$ cat src/logic/gl_cmd_pkg.sv
package gl_cmd_pkg;

    //////////////////////
    // command encoding
    //////////////////////

    typedef enum logic [2:0] {
        op_none    = 3'd0,  // idle cycle
        op_load_id = 3'd1,  // top <= identity
        op_load    = 3'd2,  // top <= four rows off data_in
        op_push    = 3'd3,  // duplicate top
        op_pop     = 3'd4,  // drop top
        op_write   = 3'd5   // top <= write_in
    } mat_op_e;

    // one strobe per cycle, op_none when nothing to do
    typedef struct packed {
        mat_op_e op;
        logic    mode;      // 0 modelview, 1 projection
    } mat_cmd_t;

    typedef logic [1:0] row_idx_t;      // load row 0..3

    //////////////////////
    // top overwrite source
    //////////////////////

    typedef logic [1:0] wr_sel_t;

    localparam wr_sel_t wr_sel_id    = 2'd0;   // identity constant
    localparam wr_sel_t wr_sel_load  = 2'd1;   // assembled load matrix
    localparam wr_sel_t wr_sel_write = 2'd2;   // external write_in

endpackage

$ cat src/logic/gl_matrix_pkg.sv
package gl_matrix_pkg;

    //////////////////////
    // matrix data widths
    //////////////////////

    localparam int elem_w    = 32;              // ieee single
    localparam int row_elems = 4;
    localparam int row_w     = elem_w * row_elems;  // 128 bits per row

    typedef logic [elem_w-1:0] elem_t;          // one float element
    typedef logic [row_w-1:0]  row_t;           // element 0 in the top word

    // whole 4x4 matrix, r0 sits in the most significant 128 bits
    typedef struct packed {
        row_t r0;
        row_t r1;
        row_t r2;
        row_t r3;
    } matrix_t;

    //////////////////////
    // constants
    //////////////////////

    localparam elem_t elem_one  = 32'h3F80_0000;    // 1.0f
    localparam elem_t elem_zero = 32'h0000_0000;    // +0.0f

    // 1.0 on the diagonal only
    localparam matrix_t mat_identity = '{
        r0: {elem_one,  elem_zero, elem_zero, elem_zero},
        r1: {elem_zero, elem_one,  elem_zero, elem_zero},
        r2: {elem_zero, elem_zero, elem_one,  elem_zero},
        r3: {elem_zero, elem_zero, elem_zero, elem_one}
    };

endpackage
$ cat src/logic/row_assembler.sv
`timescale 1ns/1ps

module row_assembler (
    input  logic                   clk,
    input  logic                   rst_n,
    input  logic                   row_en,
    input  gl_cmd_pkg::row_idx_t   row_idx,
    input  gl_matrix_pkg::row_t    data_in,
    output gl_matrix_pkg::matrix_t load_mat
);

    import gl_matrix_pkg::*;

    row_t row0_q;   // captured with the op_load strobe
    row_t row1_q;
    row_t row2_q;

    //////////////////////
    // capture rows 0..2
    //////////////////////

    always_ff @(posedge clk)
    begin
        if (!rst_n)
        begin
            row0_q <= '0;
            row1_q <= '0;
            row2_q <= '0;
        end
        else if (row_en)
        begin
            case (row_idx)
                2'd0:    row0_q <= data_in;
                2'd1:    row1_q <= data_in;
                2'd2:    row2_q <= data_in;
                default: ;          // row 3 is never stored
            endcase
        end
    end

    // last row live, so the commit lands in the row 3 cycle
    assign load_mat = '{
        r0: row0_q,
        r1: row1_q,
        r2: row2_q,
        r3: data_in
    };

endmodule

$ cat config.mk
export PLATFORM = sky130hd
export DESIGN_NAME = row_assembler
export DESIGN_NICKNAME = d
export VERILOG_FILES = /design/src/logic/gl_cmd_pkg.sv /design/src/logic/gl_matrix_pkg.sv /design/src/logic/row_assembler.sv
export SDC_FILE = /design/constraint.sdc
export NUM_CORES = 1
export LEC_CHECK = 0
export BUFFER_PORTS_ARGS = -buffer_cell sky130_fd_sc_hd__buf_2
export CAP_MARGIN = 5
export CORE_AREA = 2 2 248 250
export CTS_CLUSTER_SIZE = 20
export DETAILED_ROUTE_END_ITERATION = 12
export DIE_AREA = 0 0 250 252
export PLACE_DENSITY = 0.61
export SYNTH_ARGS = -nofsm -noshare
export SYNTH_HDL_FRONTEND = slang
export SYNTH_SLANG_ARGS = --single-unit
$ cat constraint.sdc
create_clock -name clk -period 1 [get_ports clk]
set_input_delay 0.2 -clock clk [delete_from_list [all_inputs] [get_ports clk]]
set_output_delay 0.2 -clock clk [all_outputs]
set_load 0.01 [all_outputs]
==> qor.csv <==
metric,value,unit
htree_num_levels,2,
maxUsedRoutingLayer,met5,
regArea,8180,um^2
via_per_inst,4.32,
slowest_stage,dfxtp_4,
dpl.hpwl,36600,um
period_minus_slack,1.25,ns
syn_nets,1643,
grt_pass1_wl,77400,um
vdd_ir_drop_max,0.00122,V
rsz0062_at_grt,true,
post_layout_nonfiller_instances,3116,
antennaDiodeCount,0,
grt_usage,15.5,%
power.share.combinational,13.7,%
fillers,5476,
critPathTopFamily,flip-flops,
die_x,250,um
dp_cells,2848,
globalplace.congestion,0.871,
dr_wl_met3,3390,um
placed_cell_area,19100,um^2
crit_chain,buf_6,
dieArea,63000,um^2
p_int,27.2,mW
rows,90,
drt-initial-drc-count,648,
ant_nets,0,
drc,0,
fin_crit_sh,125,%
area_delta_synth_final,65.9,%
sw_frac_of_total,25.3,%
final_common_cell,nand2_1,
wl_met2,27600,um
yosys_warnings,0,
finalMaxSlewViolations,0,
fin_util,41.6,%
crit_buf_inv,1,
io_buffers,644,
required,0.80,ns
power_switching,9.23,mW
grt_pass1_vias,13700,
final_area,25000,um^2
clock_path_buffers,3,
cts_tree,done,
pwr_density_cell,1460,nW/um^2
top_level_ports,645,
drt-total-wl,52900,um
first_pass_iters,5,
fin_skew,0,ns
grt_start_max_net_pins,53,
relSlewSlack,80.5,%
p_leak,12.3,nW
startpoint_type,flip-flop,
holdCritPathClass,input pin to flip-flop,
ys_ff_latch,384,
p_total,36.5,mW
cts-root-buf,clkbuf_16,
overflow,0,
syn-cell-area,15100,um^2
worst_pin_slew,0.292,ns
p_clk_share,41.4,%
status,"finished, violations left",
cp.arrival,1.05,ns
timing.final.ws_setup,-0.254,ns
multi_input_area,5800,um^2
die_h,252,um
nNetsFinal,2438,
crit_type,flip-flop to primary output,
antenna_found_initial,1,
drive_above_1_share,56.6,%
seqPwrFrac,44.9,%
core_area,60100,um^2
synthCells,1510,
avgRoutedWirePerCell,17.0,um
layout_common_cells,"nand2_1, mux2i_1, buf_6, dfxtp_2, buf_2",
cap_viol_max_count,0,
hold_viol,0,
setup_viol,384,
slowest_delay,0.37,ns
initial_core_util,25.1,%
end_kind,primary output,
ys_types,9,
vias,13400,
wl_met1,20400,um
cts.sinks,384,
crit_path_max_fanout,2,
violations,negative setup slack,
avgSynthCellArea,9.99,um^2
synth_seq_area_share,51.0,%
numCtsBuffers,43,
path_clk_slew,0.06,ns
clkLatencyLatePin,0.54,ns
fmax,798,MHz
-- cell families (layout without fill, tap and decap cells) --
family | count (synthesis) | in the layout | synth area share, %
multiplexers | 384 | 384 | 25.5
flip-flops | 384 | 384 | 51.0
AND/OR/NAND/NOR | 515 | 515 | 12.9
buffers and inverters | 227 | 1051 | 10.6
-- stage by stage --
stage	setup slack [ns]	TNS, ns	hold WS [ns]
finish	-0.254	-73.79	0.0294
global route	-0.297	-94.50	0.00591
CTS	-0.293	-90.37	0.000661
detailed placement	-0.365	-106.70	0.445
global placement	-0.361	-104.02	0.440
floorplan	-0.00513	-0.598	0.383
-- power groups by stage --
stage          logic [mW]  clock network [mW]  registers (mW)
3_5_place_dp         3.84                   0            16.5
4_1_cts              4.83                15.4            16.4
3_3_place_gp         3.80                   0            16.5
2_1_floorplan        1.95                   0            16.7
5_1_grt              5.27                16.1            16.4
6_report             5.00                15.1            16.4
-- path summary, 6_finish.rpt --
kind	cells after the start	from	end	slack (ns)
worst min register to register	2	row0_q[16]$_SDFFE_PN0P_	row0_q[16]$_SDFFE_PN0P_	0.46
worst min-delay path	3	data_in[10]	row1_q[10]$_SDFFE_PN0P_	0.03
worst max register to register	4	row1_q[70]$_SDFFE_PN0P_	row1_q[70]$_SDFFE_PN0P_	0.19
worst max-delay path	1	row1_q[17]$_SDFFE_PN0P_	load_mat[273]	-0.25
-- cell usage after synthesis, drive strengths merged --
master  instances  area, um^2
nor3b           1        12.5
dfxtp         384        7690
nand3b          2        15.0
buf           223        1580
mux2i         384        3840
clkbuf          4        15.0
nand2         512        1920
-- cell type report --
class | instances | area share [%]
Clock buffer | 55 | 4.73
Multi-Input combinational cell | 899 | 23.2
Clock inverter | 19 | 0.605
Sequential cell | 384 | 32.7
Tap cell | 782 | 3.91
Timing Repair Buffer | 977 | 34.9
-- worst reg2reg max path, cell delays in order (launching register included) --
cell and delay (ns):
dfxtp_2 0.33, buf_4 0.13, buf_4 0.12, nand2_1 0.06, mux2i_1 0.06
-- state kept, by name, indices dropped and copies added, names as in the netlist --
signal and count:
row1_q 128, row0_q 128, row2_q 128
-- metal layers --
layer  GRT usage (%)  vias to the layer above
met4            5.36                        2
li1                -                     6386
met1            17.0                     6496
met2            28.8                      475
met3            3.93                       88
met5               0                        -
-- what timing repair did --
action | CTS | global route
hold buffers | 109 | 0
buffers inserted | 26 | 59
endpoints found under the setup margin | 384 | 384
gates resized for setup | 810 | 1
hold endpoints to repair | 322 | 0
Note: power is estimated with default switching activity, not from simulation.
