$ cat config.mk
export PLATFORM = sky130hd
export DESIGN_NAME = matrix_stack
export DESIGN_NICKNAME = d
export VERILOG_FILES = /design/src/logic/gl_matrix_pkg.sv /design/src/logic/matrix_stack.sv
export SDC_FILE = /design/constraint.sdc
export NUM_CORES = 2
export LEC_CHECK = 0
export ABC_CLOCK_PERIOD_IN_PS = 53600
export BUFFER_PORTS_ARGS = -buffer_cell sky130_fd_sc_hd__buf_2
export CAP_MARGIN = 20
export CORE_MARGIN = 2
export CORE_UTILIZATION = 45
export CTS_CLUSTER_DIAMETER = 50
export DETAILED_ROUTE_END_ITERATION = 8
export GPL_TIMING_DRIVEN = 1
export RECOVER_POWER = 50
export SLEW_MARGIN = 20
export SYNTH_ARGS = -nofsm -noshare
export SYNTH_HDL_FRONTEND = slang
export SYNTH_SLANG_ARGS = --single-unit
$ cat constraint.sdc
create_clock -name clk -period 53.6 [get_ports clk]
set_input_delay 5.36 -clock clk [delete_from_list [all_inputs] [get_ports clk]]
set_output_delay 5.36 -clock clk [all_outputs]
set_load 0.03 [all_outputs]
$ cat src/logic/gl_matrix_pkg.sv
package gl_matrix_pkg;

    //////////////////////
    // matrix data widths
    //////////////////////

    localparam int elem_w    = 32;              // ieee single
    localparam int row_elems = 4;
    localparam int row_w     = elem_w * row_elems;  // 128 bits per row

    typedef logic [elem_w-1:0] elem_t;          // one float element
    typedef logic [row_w-1:0]  row_t;           // element 0 in the top word

    // whole 4x4 matrix, r0 sits in the most significant 128 bits
    typedef struct packed {
        row_t r0;
        row_t r1;
        row_t r2;
        row_t r3;
    } matrix_t;

    //////////////////////
    // constants
    //////////////////////

    localparam elem_t elem_one  = 32'h3F80_0000;    // 1.0f
    localparam elem_t elem_zero = 32'h0000_0000;    // +0.0f

    // 1.0 on the diagonal only
    localparam matrix_t mat_identity = '{
        r0: {elem_one,  elem_zero, elem_zero, elem_zero},
        r1: {elem_zero, elem_one,  elem_zero, elem_zero},
        r2: {elem_zero, elem_zero, elem_one,  elem_zero},
        r3: {elem_zero, elem_zero, elem_zero, elem_one}
    };

endpackage
$ cat src/logic/matrix_stack.sv
`timescale 1ns/1ps

module matrix_stack #(
    parameter int STACK_DEPTH = 8
) (
    input  logic                   clk,
    input  logic                   rst_n,
    input  logic                   push,
    input  logic                   pop,
    input  logic                   wr_top,
    input  gl_matrix_pkg::matrix_t wr_data,
    output gl_matrix_pkg::matrix_t top,
    output logic                   can_push,
    output logic                   can_pop
);

    import gl_matrix_pkg::*;

    // count runs 1..STACK_DEPTH, slots 0..STACK_DEPTH-1
    localparam int CNT_W = $clog2(STACK_DEPTH + 1);
    localparam int IDX_W = (STACK_DEPTH > 1) ? $clog2(STACK_DEPTH) : 1;

    typedef logic [CNT_W-1:0] cnt_t;
    typedef logic [IDX_W-1:0] idx_t;

    matrix_t entry [STACK_DEPTH];  // entry 0 is the bottom
    cnt_t    count;                 // current depth
    idx_t    top_idx;               // count - 1
    idx_t    new_idx;               // slot above top

    //////////////////////
    // pointers and flags
    //////////////////////

    assign top_idx  = idx_t'(count - cnt_t'(1));
    assign new_idx  = idx_t'(count);       // only used below depth limit
    assign can_push = (count < cnt_t'(STACK_DEPTH));
    assign can_pop  = (count > cnt_t'(1));

    assign top = entry[top_idx];          // combinational peek

    //////////////////////
    // update
    //////////////////////

    always_ff @(posedge clk)
    begin
        if (!rst_n)
        begin
            count    <= cnt_t'(1);
            entry[0] <= mat_identity;   // fresh stack holds identity
        end
        else
        begin
            if (push)
            begin
                entry[new_idx] <= entry[top_idx];   // duplicate top
                count          <= count + cnt_t'(1);
            end
            else if (pop)
            begin
                count <= count - cnt_t'(1);     // old slot left stale
            end
            else if (wr_top)
            begin
                entry[top_idx] <= wr_data;
            end
        end
    end

    //////////////////////
    // checks
    //////////////////////

    // controller must filter out illegal depth changes
    a_push_legal : assert property (@(posedge clk) disable iff (!rst_n)
        push |-> can_push);

    a_pop_legal : assert property (@(posedge clk) disable iff (!rst_n)
        pop |-> can_pop);

endmodule

==> flow_summary.ini <==
[run_status]
run_status = finished, violations left
violations = max-capacitance violations, max-slew violations

[placement]
gpl.final_weighted_congestion = 0.798
detailed_place_hpwl_um = 246000
preCtsSetupSlack_ps = 41530
post-place-cells = 14300
port_buffers = 1030

[pwr]
power.share.switching_pct = 29.3
powerDensity_nw_per_um2 = 45.7
total_leakage_power_uw = 0.0696
p_int_uw = 6060
maximum_resistive_drop_on_vdd_v = 0.0000355
p_clk_share_pct = 36.0
power.share.combinational_pct = 19.6
total_power_uw = 8580
relative_contribution_of_sequential_cells_to_total_power_pct = 44.4
p_switching_uw = 2520

[timing]
maxSlewViolCount = 2354
relSlewSlack_pct = -442
layout_worst_path_cycle_share_pct = 33.6
max_clock_freq_ghz = 0.0555
timing.final.setup_violations = 0
worst_clock_skew_ps = 72.6
rsz_0062_raised_after_global_routing = no
hold_violations_final = 0
finalWorstPathRequiredPeriod_ps = 18000
layout_setup_ws_ps = 35600
totalNegativeSetupSlack_ps = 0
worst-slew-pin-transition_ps = 8130

[grt]
total_overflow_reported_by_the_global_router = 0
first_pass_grt_wire_length_um = 618000
grt.total_usage_pct = 22.8
grt_pass1_vias = 88100
grt_start_max_net_pins = 146
grt_antenna_before_repair = 157

[critical_path]
worst-r2r-setup-slack_ps = 39120
timing.critical_path.to = entry[4][475]
critPathCaptureType = flop
critical_path.max_fanout = 104
crit_path_start = push
crit_required_ps = 54330
path_class = primary input to flop
worstReg2RegEnd = entry[1][361]
worstSetupStartpointType = primary input
worst-r2r-cell-count = 9
critical_path.reg2reg.startpoint = count[0]
cp_data_arrival_time_ps = 18730

[drt]
initialDrtViolationCount = 8497
met1_wire_length_um = 176000
detail_route.first_pass.iterations = 8
top_signal_layer_used = met5
wl_met2_um = 208000
post-route-drc-count = 0
dr_total_vias = 89300
drtAntennaViolNets = 0
route.detailed.vias_per_inst = 5.87
detail_route.wl_per_cell_um = 28.4
routed_wirelength_um = 432000
met3RoutedLength_um = 30200

[clock_network]
cts_hold_buffers = 0
cts_tree = yes
clock_tree.htree_level_count = 5
cts.path.max_buffers = 4
tritoncts_buffer_count = 447
clk_latency_ps = 990
tritoncts_num_sinks = 4100
cts_setup_buffers = 0
post_cts_resize_count = 0
clk_pin_slew_worst_paths_ps = 60
clock-root-buffer = clkbuf_16

[finish]
fillers = 28700
final_layout_size_suffix_gt1_share_pct = 17.8
final_nets = 10500
final_cells = 15200
area_growth_pct = 15.4

[worst_hold_path]
min-delay-start = count[3]
hold_path.class = flop to flop

[synth]
syn_area_um2 = 163000
async_reset_ff_share_pct = 0
synth-edff-count = 4096
synth.top_cells.by_area = edfxtp_1, mux2i_1, a22oi_1
ys_dominant_reg_cell = edfxtp_1
yosys.area.top_type_share_pct = 75.5
synth.yosys.seq_area_share_pct = 75.6
synthesis_stage_register_bit_count = 4100
synthesis.area_per_instance_um2 = 18.3
synthesis.instances = 8911
ys.warnings.count = 0
synth_largest_area_cell = edfxtp_1
synth.net_count = 9431
yosysUniqueCellTypes = 37

[die]
placement_rows = 220
die_y_um = 606
pin_count = 1031
floorplan.die_area_um2 = 367000
dieWidth_um = 606
floorplan.initialDensity_pct = 45.3
core_area_um2 = 360000

[run]
cap_viol_max_count = 52
-- kinds of logic (layout without fill, tap and decap cells) --
kind of cell	after synthesis	after routing	synth area share, %
other cells	0	78	0
flops	4100	4100	75.6
fa+ha+maj	3	3	0.0231
xor+xnor	5	5	0.0315
simple gates	681	681	2.54
buf+inv	591	2040	1.65
mux	2046	2046	12.6
compound gates	1485	1485	7.60
-- cell usage after synthesis, drive strengths merged, types with 7 or more instances --
master,number
edfxtp,4096
mux2i,2046
a22oi,958
and2,484
a32o,479
buf,392
clkbuf,195
nand3,128
and4,32
o22a,28
nand2,12
nor2,10
o21ai,7
-- final cells by class --
cell class	count	area, um^2	share of cell area (%)
sequential	4100	123000	65.5
multi-input combinational	4220	37100	19.8
tap	4773	5970	3.18
clock buffer	519	11500	6.13
timing repair buffer	1202	6500	3.46
antenna	78	195	0.104
clock inverter	315	3480	1.85
inverter	4	15.0	0.00799
-- worst max-delay path, stage by stage --
cell	delay (ps)
clkbuf_1	250
nor4bb_1	1640
clkbuf_1	5020
clkbuf_1	2620
clkbuf_1	2880
a32o_1	500
-- routing by layer --
metal / global-route usage (%) / up-vias
met5: 0 / -
met4: 8.54 / 66
li1: - / 38900
met1: 30.2 / 46100
met2: 37.3 / 3364
met3: 4.46 / 842
-- cells in the final DEF (no fill, tap or decap), types with 28 or more instances in the layout --
cell type,Yosys,routed
edfxtp_1,4096,4096
bufinv_16,0,52
and4_1,32,32
clkbuf_1,195,120
nand3_1,128,128
buf_4,2,103
a32o_1,479,479
and2_1,484,481
o22a_1,28,28
mux2i_1,2046,2046
clkinv_1,0,87
buf_2,366,1028
diode_2,0,78
clkinv_2,0,73
a22oi_1,958,958
clkbuf_16,0,450
clkinvlp_4,0,29
-- sequential cells by signal, summed over array words and instances (netlist names) --
| signal | cells |
|---|---|
| entry | 4096 |
| count | 4 |
-- worst min-delay path by stage --
stage | end | slack [ps] | cells past startpoint
floorplan | count[3] | 570 | 2
global placement | count[3] | 600 | 2
detailed placement | count[3] | 600 | 2
CTS | count[3] | 610 | 2
global route | count[3] | 640 | 2
finish | count[3] | 610 | 2
-- power groups by stage --
stage | Clock (uW) | Combinational, uW | Sequential (uW)
floorplan | 0 | 1090 | 3960
global placement | 0 | 1670 | 3860
detailed placement | 0 | 1690 | 3870
CTS | 3140 | 1690 | 3800
global route | 3270 | 1770 | 3820
finish | 3090 | 1680 | 3810
-- per-stage QoR --
step	utilization (%)	hold WS (ps)	area, um^2
2_1_floorplan	-	568	163000
3_3_place_gp	48.1	604	173000
3_5_place_dp	48.1	600	173000
4_1_cts	52.3	613	188000
5_1_grt	52.2	638	188000
6_report	52.2	613	188000
Note: power is estimated with default switching activity, not from simulation.
