$ cat config.mk
export PLATFORM = sky130hd
export DESIGN_NAME = matrix_ctrl
export DESIGN_NICKNAME = d
export VERILOG_FILES = /design/src/logic/gl_cmd_pkg.sv /design/src/logic/matrix_ctrl.sv
export SDC_FILE = /design/constraint.sdc
export NUM_CORES = 1
export LEC_CHECK = 0
export ABC_CLOCK_PERIOD_IN_PS = 2100
export BUFFER_PORTS_ARGS = -buffer_cell sky130_fd_sc_hd__buf_4
export CAP_MARGIN = 40
export CORE_AREA = 3 3 40 42
export CTS_BUF_LIST = sky130_fd_sc_hd__clkbuf_8
export DETAILED_ROUTE_END_ITERATION = 6
export DIE_AREA = 0 0 43 45
export GPL_TIMING_DRIVEN = 0
export PLACE_DENSITY_LB_ADDON = 0.12
export SLEW_MARGIN = 40
export SYNTH_ARGS = -nofsm -noshare
export SYNTH_HDL_FRONTEND = slang
export SYNTH_SLANG_ARGS = --single-unit
$ cat constraint.sdc
create_clock -name clk -period 2.1 [get_ports clk]
set_input_delay 0.63 -clock clk [delete_from_list [all_inputs] [get_ports clk]]
set_output_delay 0.63 -clock clk [all_outputs]
set_load 0.01 [all_outputs]
$ cat src/logic/gl_cmd_pkg.sv
package gl_cmd_pkg;

    //////////////////////
    // command encoding
    //////////////////////

    typedef enum logic [2:0] {
        op_none    = 3'd0,  // idle cycle
        op_load_id = 3'd1,  // top <= identity
        op_load    = 3'd2,  // top <= four rows off data_in
        op_push    = 3'd3,  // duplicate top
        op_pop     = 3'd4,  // drop top
        op_write   = 3'd5   // top <= write_in
    } mat_op_e;

    // one strobe per cycle, op_none when nothing to do
    typedef struct packed {
        mat_op_e op;
        logic    mode;      // 0 modelview, 1 projection
    } mat_cmd_t;

    typedef logic [1:0] row_idx_t;      // load row 0..3

    //////////////////////
    // top overwrite source
    //////////////////////

    typedef logic [1:0] wr_sel_t;

    localparam wr_sel_t wr_sel_id    = 2'd0;   // identity constant
    localparam wr_sel_t wr_sel_load  = 2'd1;   // assembled load matrix
    localparam wr_sel_t wr_sel_write = 2'd2;   // external write_in

endpackage

$ cat src/logic/matrix_ctrl.sv
`timescale 1ns/1ps

module matrix_ctrl (
    input  logic                 clk,
    input  logic                 rst_n,
    input  gl_cmd_pkg::mat_cmd_t cmd,
    input  logic                 mv_can_push,
    input  logic                 mv_can_pop,
    input  logic                 pj_can_push,
    input  logic                 pj_can_pop,
    output logic                 mv_push,
    output logic                 mv_pop,
    output logic                 mv_wr,
    output logic                 pj_push,
    output logic                 pj_pop,
    output logic                 pj_wr,
    output gl_cmd_pkg::wr_sel_t  wr_sel,
    output logic                 row_en,
    output gl_cmd_pkg::row_idx_t row_idx,
    output logic                 busy,
    output logic                 stack_err
);

    import gl_cmd_pkg::*;

    // encoding doubles as the load row number
    typedef enum logic [1:0] {
        st_idle = 2'd0,     // row 0 arrives with the command
        st_row1 = 2'd1,
        st_row2 = 2'd2,
        st_row3 = 2'd3      // commit cycle
    } state_e;

    state_e state_q;
    state_e state_d;
    logic   load_mode_q;    // stack picked by the pending load
    logic   tgt_mode;       // stack steered this cycle
    logic   sel_can_push;
    logic   sel_can_pop;
    logic   push_req;
    logic   pop_req;
    logic   wr_req;
    logic   err_d;

    //////////////////////
    // decode
    //////////////////////

    assign tgt_mode     = (state_q == st_idle) ? cmd.mode : load_mode_q;
    assign sel_can_push = tgt_mode ? pj_can_push : mv_can_push;
    assign sel_can_pop  = tgt_mode ? pj_can_pop  : mv_can_pop;

    always_comb
    begin
        state_d  = state_q;
        push_req = 1'b0;
        pop_req  = 1'b0;
        wr_req   = 1'b0;
        wr_sel   = wr_sel_id;
        row_en   = 1'b0;
        err_d    = 1'b0;
        case (state_q)
            st_idle:
            begin
                case (cmd.op)
                    op_load_id: wr_req = 1'b1;  // identity is the default source
                    op_write:
                    begin
                        wr_req = 1'b1;
                        wr_sel = wr_sel_write;
                    end
                    op_load:
                    begin
                        row_en  = 1'b1;         // capture row 0 now
                        state_d = st_row1;
                    end
                    op_push:
                    begin
                        push_req = sel_can_push;
                        err_d    = !sel_can_push;   // full, drop it
                    end
                    op_pop:
                    begin
                        pop_req = sel_can_pop;
                        err_d   = !sel_can_pop;     // last entry stays
                    end
                    default: ;                  // op_none
                endcase
            end
            st_row1:
            begin
                row_en  = 1'b1;
                state_d = st_row2;
            end
            st_row2:
            begin
                row_en  = 1'b1;
                state_d = st_row3;
            end
            st_row3:
            begin
                wr_req  = 1'b1;             // row 3 goes straight through
                wr_sel  = wr_sel_load;
                state_d = st_idle;
            end
            default: state_d = st_idle;
        endcase
    end

    // steer requests to one stack
    assign mv_push = push_req && !tgt_mode;
    assign mv_pop  = pop_req  && !tgt_mode;
    assign mv_wr   = wr_req   && !tgt_mode;
    assign pj_push = push_req &&  tgt_mode;
    assign pj_pop  = pop_req  &&  tgt_mode;
    assign pj_wr   = wr_req   &&  tgt_mode;

    assign row_idx = row_idx_t'(state_q);
    assign busy    = (state_q != st_idle);  // rows 1..3 pending

    //////////////////////
    // state
    //////////////////////

    always_ff @(posedge clk)
    begin
        if (!rst_n)
        begin
            state_q     <= st_idle;
            load_mode_q <= 1'b0;
            stack_err   <= 1'b0;
        end
        else
        begin
            state_q   <= state_d;
            stack_err <= err_d;             // one cycle pulse
            if (state_q == st_idle && cmd.op == op_load)
                load_mode_q <= cmd.mode;
        end
    end

    // a stack never sees both depth strobes at once
    a_no_push_pop : assert property (@(posedge clk) disable iff (!rst_n)
        !((mv_push || pj_push) && (mv_pop || pj_pop)));

endmodule

==> results of run 1 <==
==> what timing repair did <==
| action | 4_1_cts | 5_1_grt |
|---|---|---|
| pin swaps | 2 | 3 |
| gates resized for setup | 11 | 4 |
| endpoints found under the setup margin | 5 | 7 |
| gates cloned | 0 | 0 |
| setup buffers | 10 | 0 |
==> flip-flops by register name, indices dropped and copies added (netlist names) <==
name and flops:
stack_err 1, load_mode_q 1, row_idx 2
==> logic make-up (layout without fill, tap and decap cells) <==
| family | count (synthesis) | in the layout | share of synthesized area (%) |
|---|---|---|---|
| compound gates | 6 | 6 | 9.87 |
| buf+inv | 7 | 41 | 8.88 |
| simple gates | 23 | 23 | 33.2 |
| mux | 4 | 4 | 13.8 |
| flops | 4 | 4 | 21.1 |
| fa+ha+maj | 4 | 4 | 13.2 |
==> worst max-delay path: stages (launching register included) <==
cell and delay, ns:
dfxtp_4 0.34, inv_4 0.06, ha_4 0.15, mux2i_4 0.29, mux2i_2 0.12, nor4_2 0.27, buf_4 0.16
==> power groups by stage <==
stage | clock (mW) | combinational (mW) | sequential, mW
2_1_floorplan | 0 | 0.261 | 0.122
3_3_place_gp | 0 | 0.412 | 0.119
3_5_place_dp | 0 | 0.415 | 0.120
4_1_cts | 0.163 | 0.587 | 0.119
5_1_grt | 0.171 | 0.660 | 0.125
6_report | 0.158 | 0.593 | 0.124
==> per-layer routing <==
metal / vias to the layer above / share of wire [%]
met2: 11 / 51
met1: 195 / 43
met5: - / 0
li1: 232 / -
met3: 0 / 6.5
met4: 0 / 0
==> Yosys cell counts <==
cell	number	area share [%]
a21oi_1	2	2.6
a32o_1	1	2.6
and3b_2	1	2.6
and4bb_2	1	3.3
buf_6	1	3.0
dfxtp_1	4	21
ha_1	4	13
inv_1	5	4.9
inv_2	1	0.99
mux2i_1	3	7.9
mux2i_4	1	5.9
nand2_1	3	3.0
nand2b_1	2	3.3
nor2_1	8	7.9
nor3_1	2	2.6
nor3b_1	1	2.0
nor4_1	3	4.9
o21ai_0	2	2.6
o21bai_1	1	2.0
or2b_1	1	2.0
or3_1	1	1.6
==> cell type report <==
class                      instances  area (um2)
tap                               15        18.8
fill                             126         557
timing repair buffer              32         240
clock buffer                       3        41.3
sequential                         4        87.6
multi-input combinational         37         313
inverter                           6        27.5
==> worst max path at each step <==
stage,from,to,slack [ns],depth (start not counted)
after floorplan,row_idx[0],mv_pop,0.06,6
after global placement,row_idx[0],mv_pop,-0.13,7
after detailed placement,row_idx[0],mv_pop,-0.14,7
after CTS,row_idx[0],mv_pop,-0.15,7
after global routing,row_idx[1],mv_pop,-0.22,6
final,row_idx[1],mv_pop,-0.13,6
==> stage by stage <==
step / hold slack, ns / TNS, ns / cells / worst slack (ns) / util, %
after floorplan: 0.519 / 0 / 48 / 0.0631 / -
after global placement: 0.550 / -0.237 / 85 / -0.126 / 44.9
after CTS: 0.549 / -0.470 / 98 / -0.149 / 56.3
after global routing: 0.579 / -0.476 / 97 / -0.222 / 56.7
final: 0.556 / -0.191 / 97 / -0.132 / 56.7
after detailed placement: 0.542 / -0.256 / 85 / -0.138 / 44.9
==> flow_summary.yaml, run 1 <==
worst_setup_path:
  critPathCaptureType: "output port"
  biggest_fanout_along_the_worst_timing_path: 3
  cp.arrival_ns: 1.60
  required_ns: 1.47
  rr_endpoint: "stack_err"
  reg2reg_setup_slack_ns: 0.64
  crit_path_start_kind: "flop"
  rr_worst_depth: 6
  critical_path_class: "reg2out"
  r2r-start: "row_idx[1]"
global_route:
  grt_usage_pct: 13.3
  globalRouteMet1Util_pct: 16.4
  met3_usage_pct: 2.39
  grt_antenna_before_repair: 0
  grt_max_degree: 8
  overflow: 0
  grt_pass1_wl_um: 1970
  grt_pass1_vias: 471
  grt_util_met2_pct: 22.8
  busiest_layer: "met2"
layout:
  area_growth_pct: 91.4
  commonest_cells_after_routing_fill_and_taps_aside: "buf_4 (32), nor2_1 (7)"
  antenna-diode-count: 0
  drive_gt1_share_pct: 61.0
  stdcell_area_um2: 728
  most_common_cell_after_layout_fill_and_taps_aside: "buf_4"
  final_net_count: 98
status:
  violations: "setup timing"
  run_status: "finished, violations left"
timing:
  post-route-worst-setup-slack_ns: -0.132
  worst_slew_pin_slew_ns: 0.324
  setup_repair_after_global_routing_missed_its_margin: "true"
  period_needed_ns: 2.23
  timing.clock.skew_ns: 0.000778
  max_clk_rate_mhz: 448
  setup_viol: 2
  slew_violations: 0
  slew_headroom_pct: 78.3
  final_count_of_hold_timing_violations: 0
  period_share_pct: 106
min_path:
  min-delay-start: "load_mode_q"
  hold_path_end: "load_mode_q"
  timing.hold.worst_path_depth: 2
  holdCritPathClass: "reg2reg"
placed_design:
  place.gp.congestion: 0.762
  post_place_instance_area_um2: 577
  hpwlAfterDp_um: 819
  number_of_buffers_added_on_ports: 22
clocking:
  cts.hold.buffers_added: 0
  clockRootBuffer: "clkbuf_8"
  clkSlewWorstSetupHoldPaths_ns: 0.03
  max-clock-path-buffers: 2
  clk_latency_ns: 0.21
  tritoncts_num_sinks: 4
  clock_tree.htree_level_count: 1
  clock_tree_from_tritoncts: "yes"
  cts_inserted_buffers: 3
power_and_ir_drop:
  sequentialPowerShare_pct: 14.1
  cell_internal_pwr_mw: 0.563
  power_per_cell_area_nw_per_um2: 1200
  p_leak_nw: 0.356
  p_switching_mw: 0.312
  total_power_mw: 0.875
  combPwrFrac_pct: 67.8
  clock_power_share_pct: 18.1
  switching_share_pct: 35.7
  worst_ir_drop_vdd_uv: 767
drt:
  wl_um: 1150
  route.antenna.remaining_nets: 0
  drt_pass1_iterations: 4
  avgViaCountPerCell: 4.52
  wl_per_cell_um: 11.8
  drc: 0
  drt_first_iter_violations: 3
  vias: 438
logic_synthesis:
  ys_ff_latch: 4
  synth_cells: 48
  synth_area_um2: 380
  syn_area_per_cell_um2: 7.92
  synthDistinctLibCells: 21
  proportion_of_synthesized_chip_area_in_sequential_cells_pct: 21.1
  mappedNetlistNets: 62
  count_of_synthesis_stage_warnings_from_yosys: 0
job:
  maxCapViolCount: 0
floorplan:
  io-pin-count: 23
  fp.dieArea_um2: 1940
  placement_rows: 13
  floorplan.initialDensity_pct: 29.6
  chipWidth_um: 43
  fp.coreArea_um2: 1280
  die_h_um: 45
(Power assumes the default switching activity.)
==> inputs of run 2 (changes only) <==
--- a/config.mk
+++ b/config.mk
@@ -14,6 +14,7 @@
 export DIE_AREA = 0 0 43 45
 export GPL_TIMING_DRIVEN = 0
 export PLACE_DENSITY_LB_ADDON = 0.12
+export RECOVER_POWER = 50
 export SLEW_MARGIN = 40
 export SYNTH_ARGS = -nofsm -noshare
 export SYNTH_HDL_FRONTEND = slang
==> run 2 against run 1 <==
Net effect:
- the flow still finishes with violations (setup timing)
- clock skew about the same
- sequential share of layout area rose by 0.13 points
- combinational power about the same
- die area did not move
- non-clock buffer count unchanged
- critical path depth unchanged
- clock-buffer cell count is the same
- via count is 0.23% lower
- sequential power is essentially flat
- register-to-register slack about the same
- sequential cell count is the same
- global-route usage did not move
==> flow_summary.yaml, run 2 (same netlist as run 1, synthesis figures left out) <==
status:
  run_status: "finished, violations left"
  violations: "setup timing"
timing:
  slew_headroom_pct: 78.4
  period_needed_ns: 2.23
  setup_viol: 2
  post-route-worst-setup-slack_ns: -0.131
  final_count_of_hold_timing_violations: 0
  setup_repair_after_global_routing_missed_its_margin: "true"
  period_share_pct: 106
  worst_slew_pin_slew_ns: 0.323
  slew_violations: 0
  timing.clock.skew_ns: 0.000778
  max_clk_rate_mhz: 448
floorplan:
  chipWidth_um: 43
  floorplan.initialDensity_pct: 29.6
  fp.dieArea_um2: 1940
  fp.coreArea_um2: 1280
  placement_rows: 13
  die_h_um: 45
  io-pin-count: 23
drt:
  route.antenna.remaining_nets: 0
  wl_um: 1140
  drc: 0
  wl_per_cell_um: 11.8
  drt_first_iter_violations: 3
  drt_pass1_iterations: 3
  vias: 437
  avgViaCountPerCell: 4.51
worst_setup_path:
  critPathCaptureType: "output port"
  worstSetupStartpoint: "row_idx[1]"
  r2r-start: "row_idx[1]"
  biggest_fanout_along_the_worst_timing_path: 3
  required_ns: 1.47
  cp.arrival_ns: 1.60
  crit_path_start_kind: "flop"
  critical_path_class: "reg2out"
clocking:
  clock_tree.htree_level_count: 1
  max-clock-path-buffers: 2
  cts.hold.buffers_added: 0
  clockRootBuffer: "clkbuf_8"
  clock_tree_from_tritoncts: "yes"
  cts_inserted_buffers: 3
  clkSlewWorstSetupHoldPaths_ns: 0.03
  tritoncts_num_sinks: 4
  clk_latency_ns: 0.21
layout:
  sequential_standard_cell_area_um2: 87.6
  largest_reg_flops: 2
  nFillCells: 128
  most_common_cell_after_layout_fill_and_taps_aside: "buf_4"
  layoutNonFillerInstCount: 97
  drive_gt1_share_pct: 58.5
  final_net_count: 98
  commonest_cells_after_routing_fill_and_taps_aside: "buf_4 (29), nor2_1 (7)"
  area_growth_pct: 89.5
  area_used_by_multi_input_combinational_logic_um2: 313
  antenna-diode-count: 0
placed_design:
  place.gp.congestion: 0.762
  number_of_buffers_added_on_ports: 22
  post-place-cells: 85
  post-place-ws_ns: -0.138
  hpwlAfterDp_um: 819
power_and_ir_drop:
  p_leak_nw: 0.348
  cell_internal_pwr_mw: 0.560
  clock_power_share_pct: 18.1
  sequentialPowerShare_pct: 14.2
  power_per_cell_area_nw_per_um2: 1210
  switching_share_pct: 35.8
  p_switching_mw: 0.312
  worst_ir_drop_vdd_uv: 767
  combPwrFrac_pct: 67.7
global_route:
  grt_max_degree: 8
  grt_util_met2_pct: 22.8
  overflow: 0
  met3_usage_pct: 2.39
  busiest_layer: "met2"
  grt_pass1_wl_um: 1970
  grt_usage_pct: 13.3
  grt_pass1_vias: 471
  grt_antenna_before_repair: 0
  globalRouteMet1Util_pct: 16.4
job:
  maxCapViolCount: 0
min_path:
  holdCritPathClass: "reg2reg"
  min-delay-start: "load_mode_q"
-- run 2: changes by cell type in the layout (fill, tap and decap cells not counted) --
cell | previous run | this run
clkbuf_1 | 0 | 2
clkbuf_4 | 0 | 1
buf_4 | 32 | 29
-- run 2: timing repair --
action                                 4_1_cts  5_1_grt
buffers inserted                            10        0
gates resized for setup                     11        4
endpoints found under the hold margin        0        0
pin swaps                                    2        3
setup endpoints to repair                    5        7
gates cloned                                 0        0
-- run 2: layout make-up --
cell class                      instances  area share [%]
Inverter                                6            3.82
Timing Repair Buffer                   32            32.3
Sequential cell                         4            12.2
Clock buffer                            3            5.73
Multi-Input combinational cell         37            43.4
Tap cell                               15            2.60
-- run 2: critical path: stages (launching register included) --
cell and delay, ns:
dfxtp_4 0.34, inv_4 0.06, ha_4 0.15, mux2i_4 0.29, mux2i_2 0.12, nor4_2 0.27
buf_4 0.16
-- run 2: path summary, 6_finish.rpt --
path | end | slack, ns | cells after the start
hold / removal | load_mode_q | 0.56 | 2
hold reg to reg | load_mode_q | 0.56 | 2
setup / recovery | mv_pop | -0.13 | 6
setup reg to reg | stack_err | 0.64 | 6
-- run 2: power by group through the flow --
| stage | clock network [mW] | logic [mW] | registers [mW] |
|---|---|---|---|
| after floorplan | 0 | 0.261 | 0.122 |
| after global placement | 0 | 0.412 | 0.119 |
| after detailed placement | 0 | 0.415 | 0.120 |
| after CTS | 0.163 | 0.587 | 0.119 |
| after global routing | 0.171 | 0.658 | 0.125 |
| final | 0.158 | 0.590 | 0.124 |
-- run 2: metal layers --
metal,up-vias,routed length (um)
met4,0,0
met2,11,579
met1,195,490
li1,231,-
met5,-,0
met3,0,73
-- run 2: metrics by stage --
step | setup TNS [ns] | hold slack [ns] | instance area (um2) | power [mW] | util, %
after floorplan | 0 | 0.519 | 393 | 0.383 | -
after global routing | -0.480 | 0.579 | 721 | 0.954 | 56.1
final | -0.191 | 0.556 | 721 | 0.871 | 56.1
after detailed placement | -0.256 | 0.542 | 577 | 0.535 | 44.9
after global placement | -0.237 | 0.550 | 577 | 0.531 | 44.9
after CTS | -0.470 | 0.549 | 723 | 0.869 | 56.3
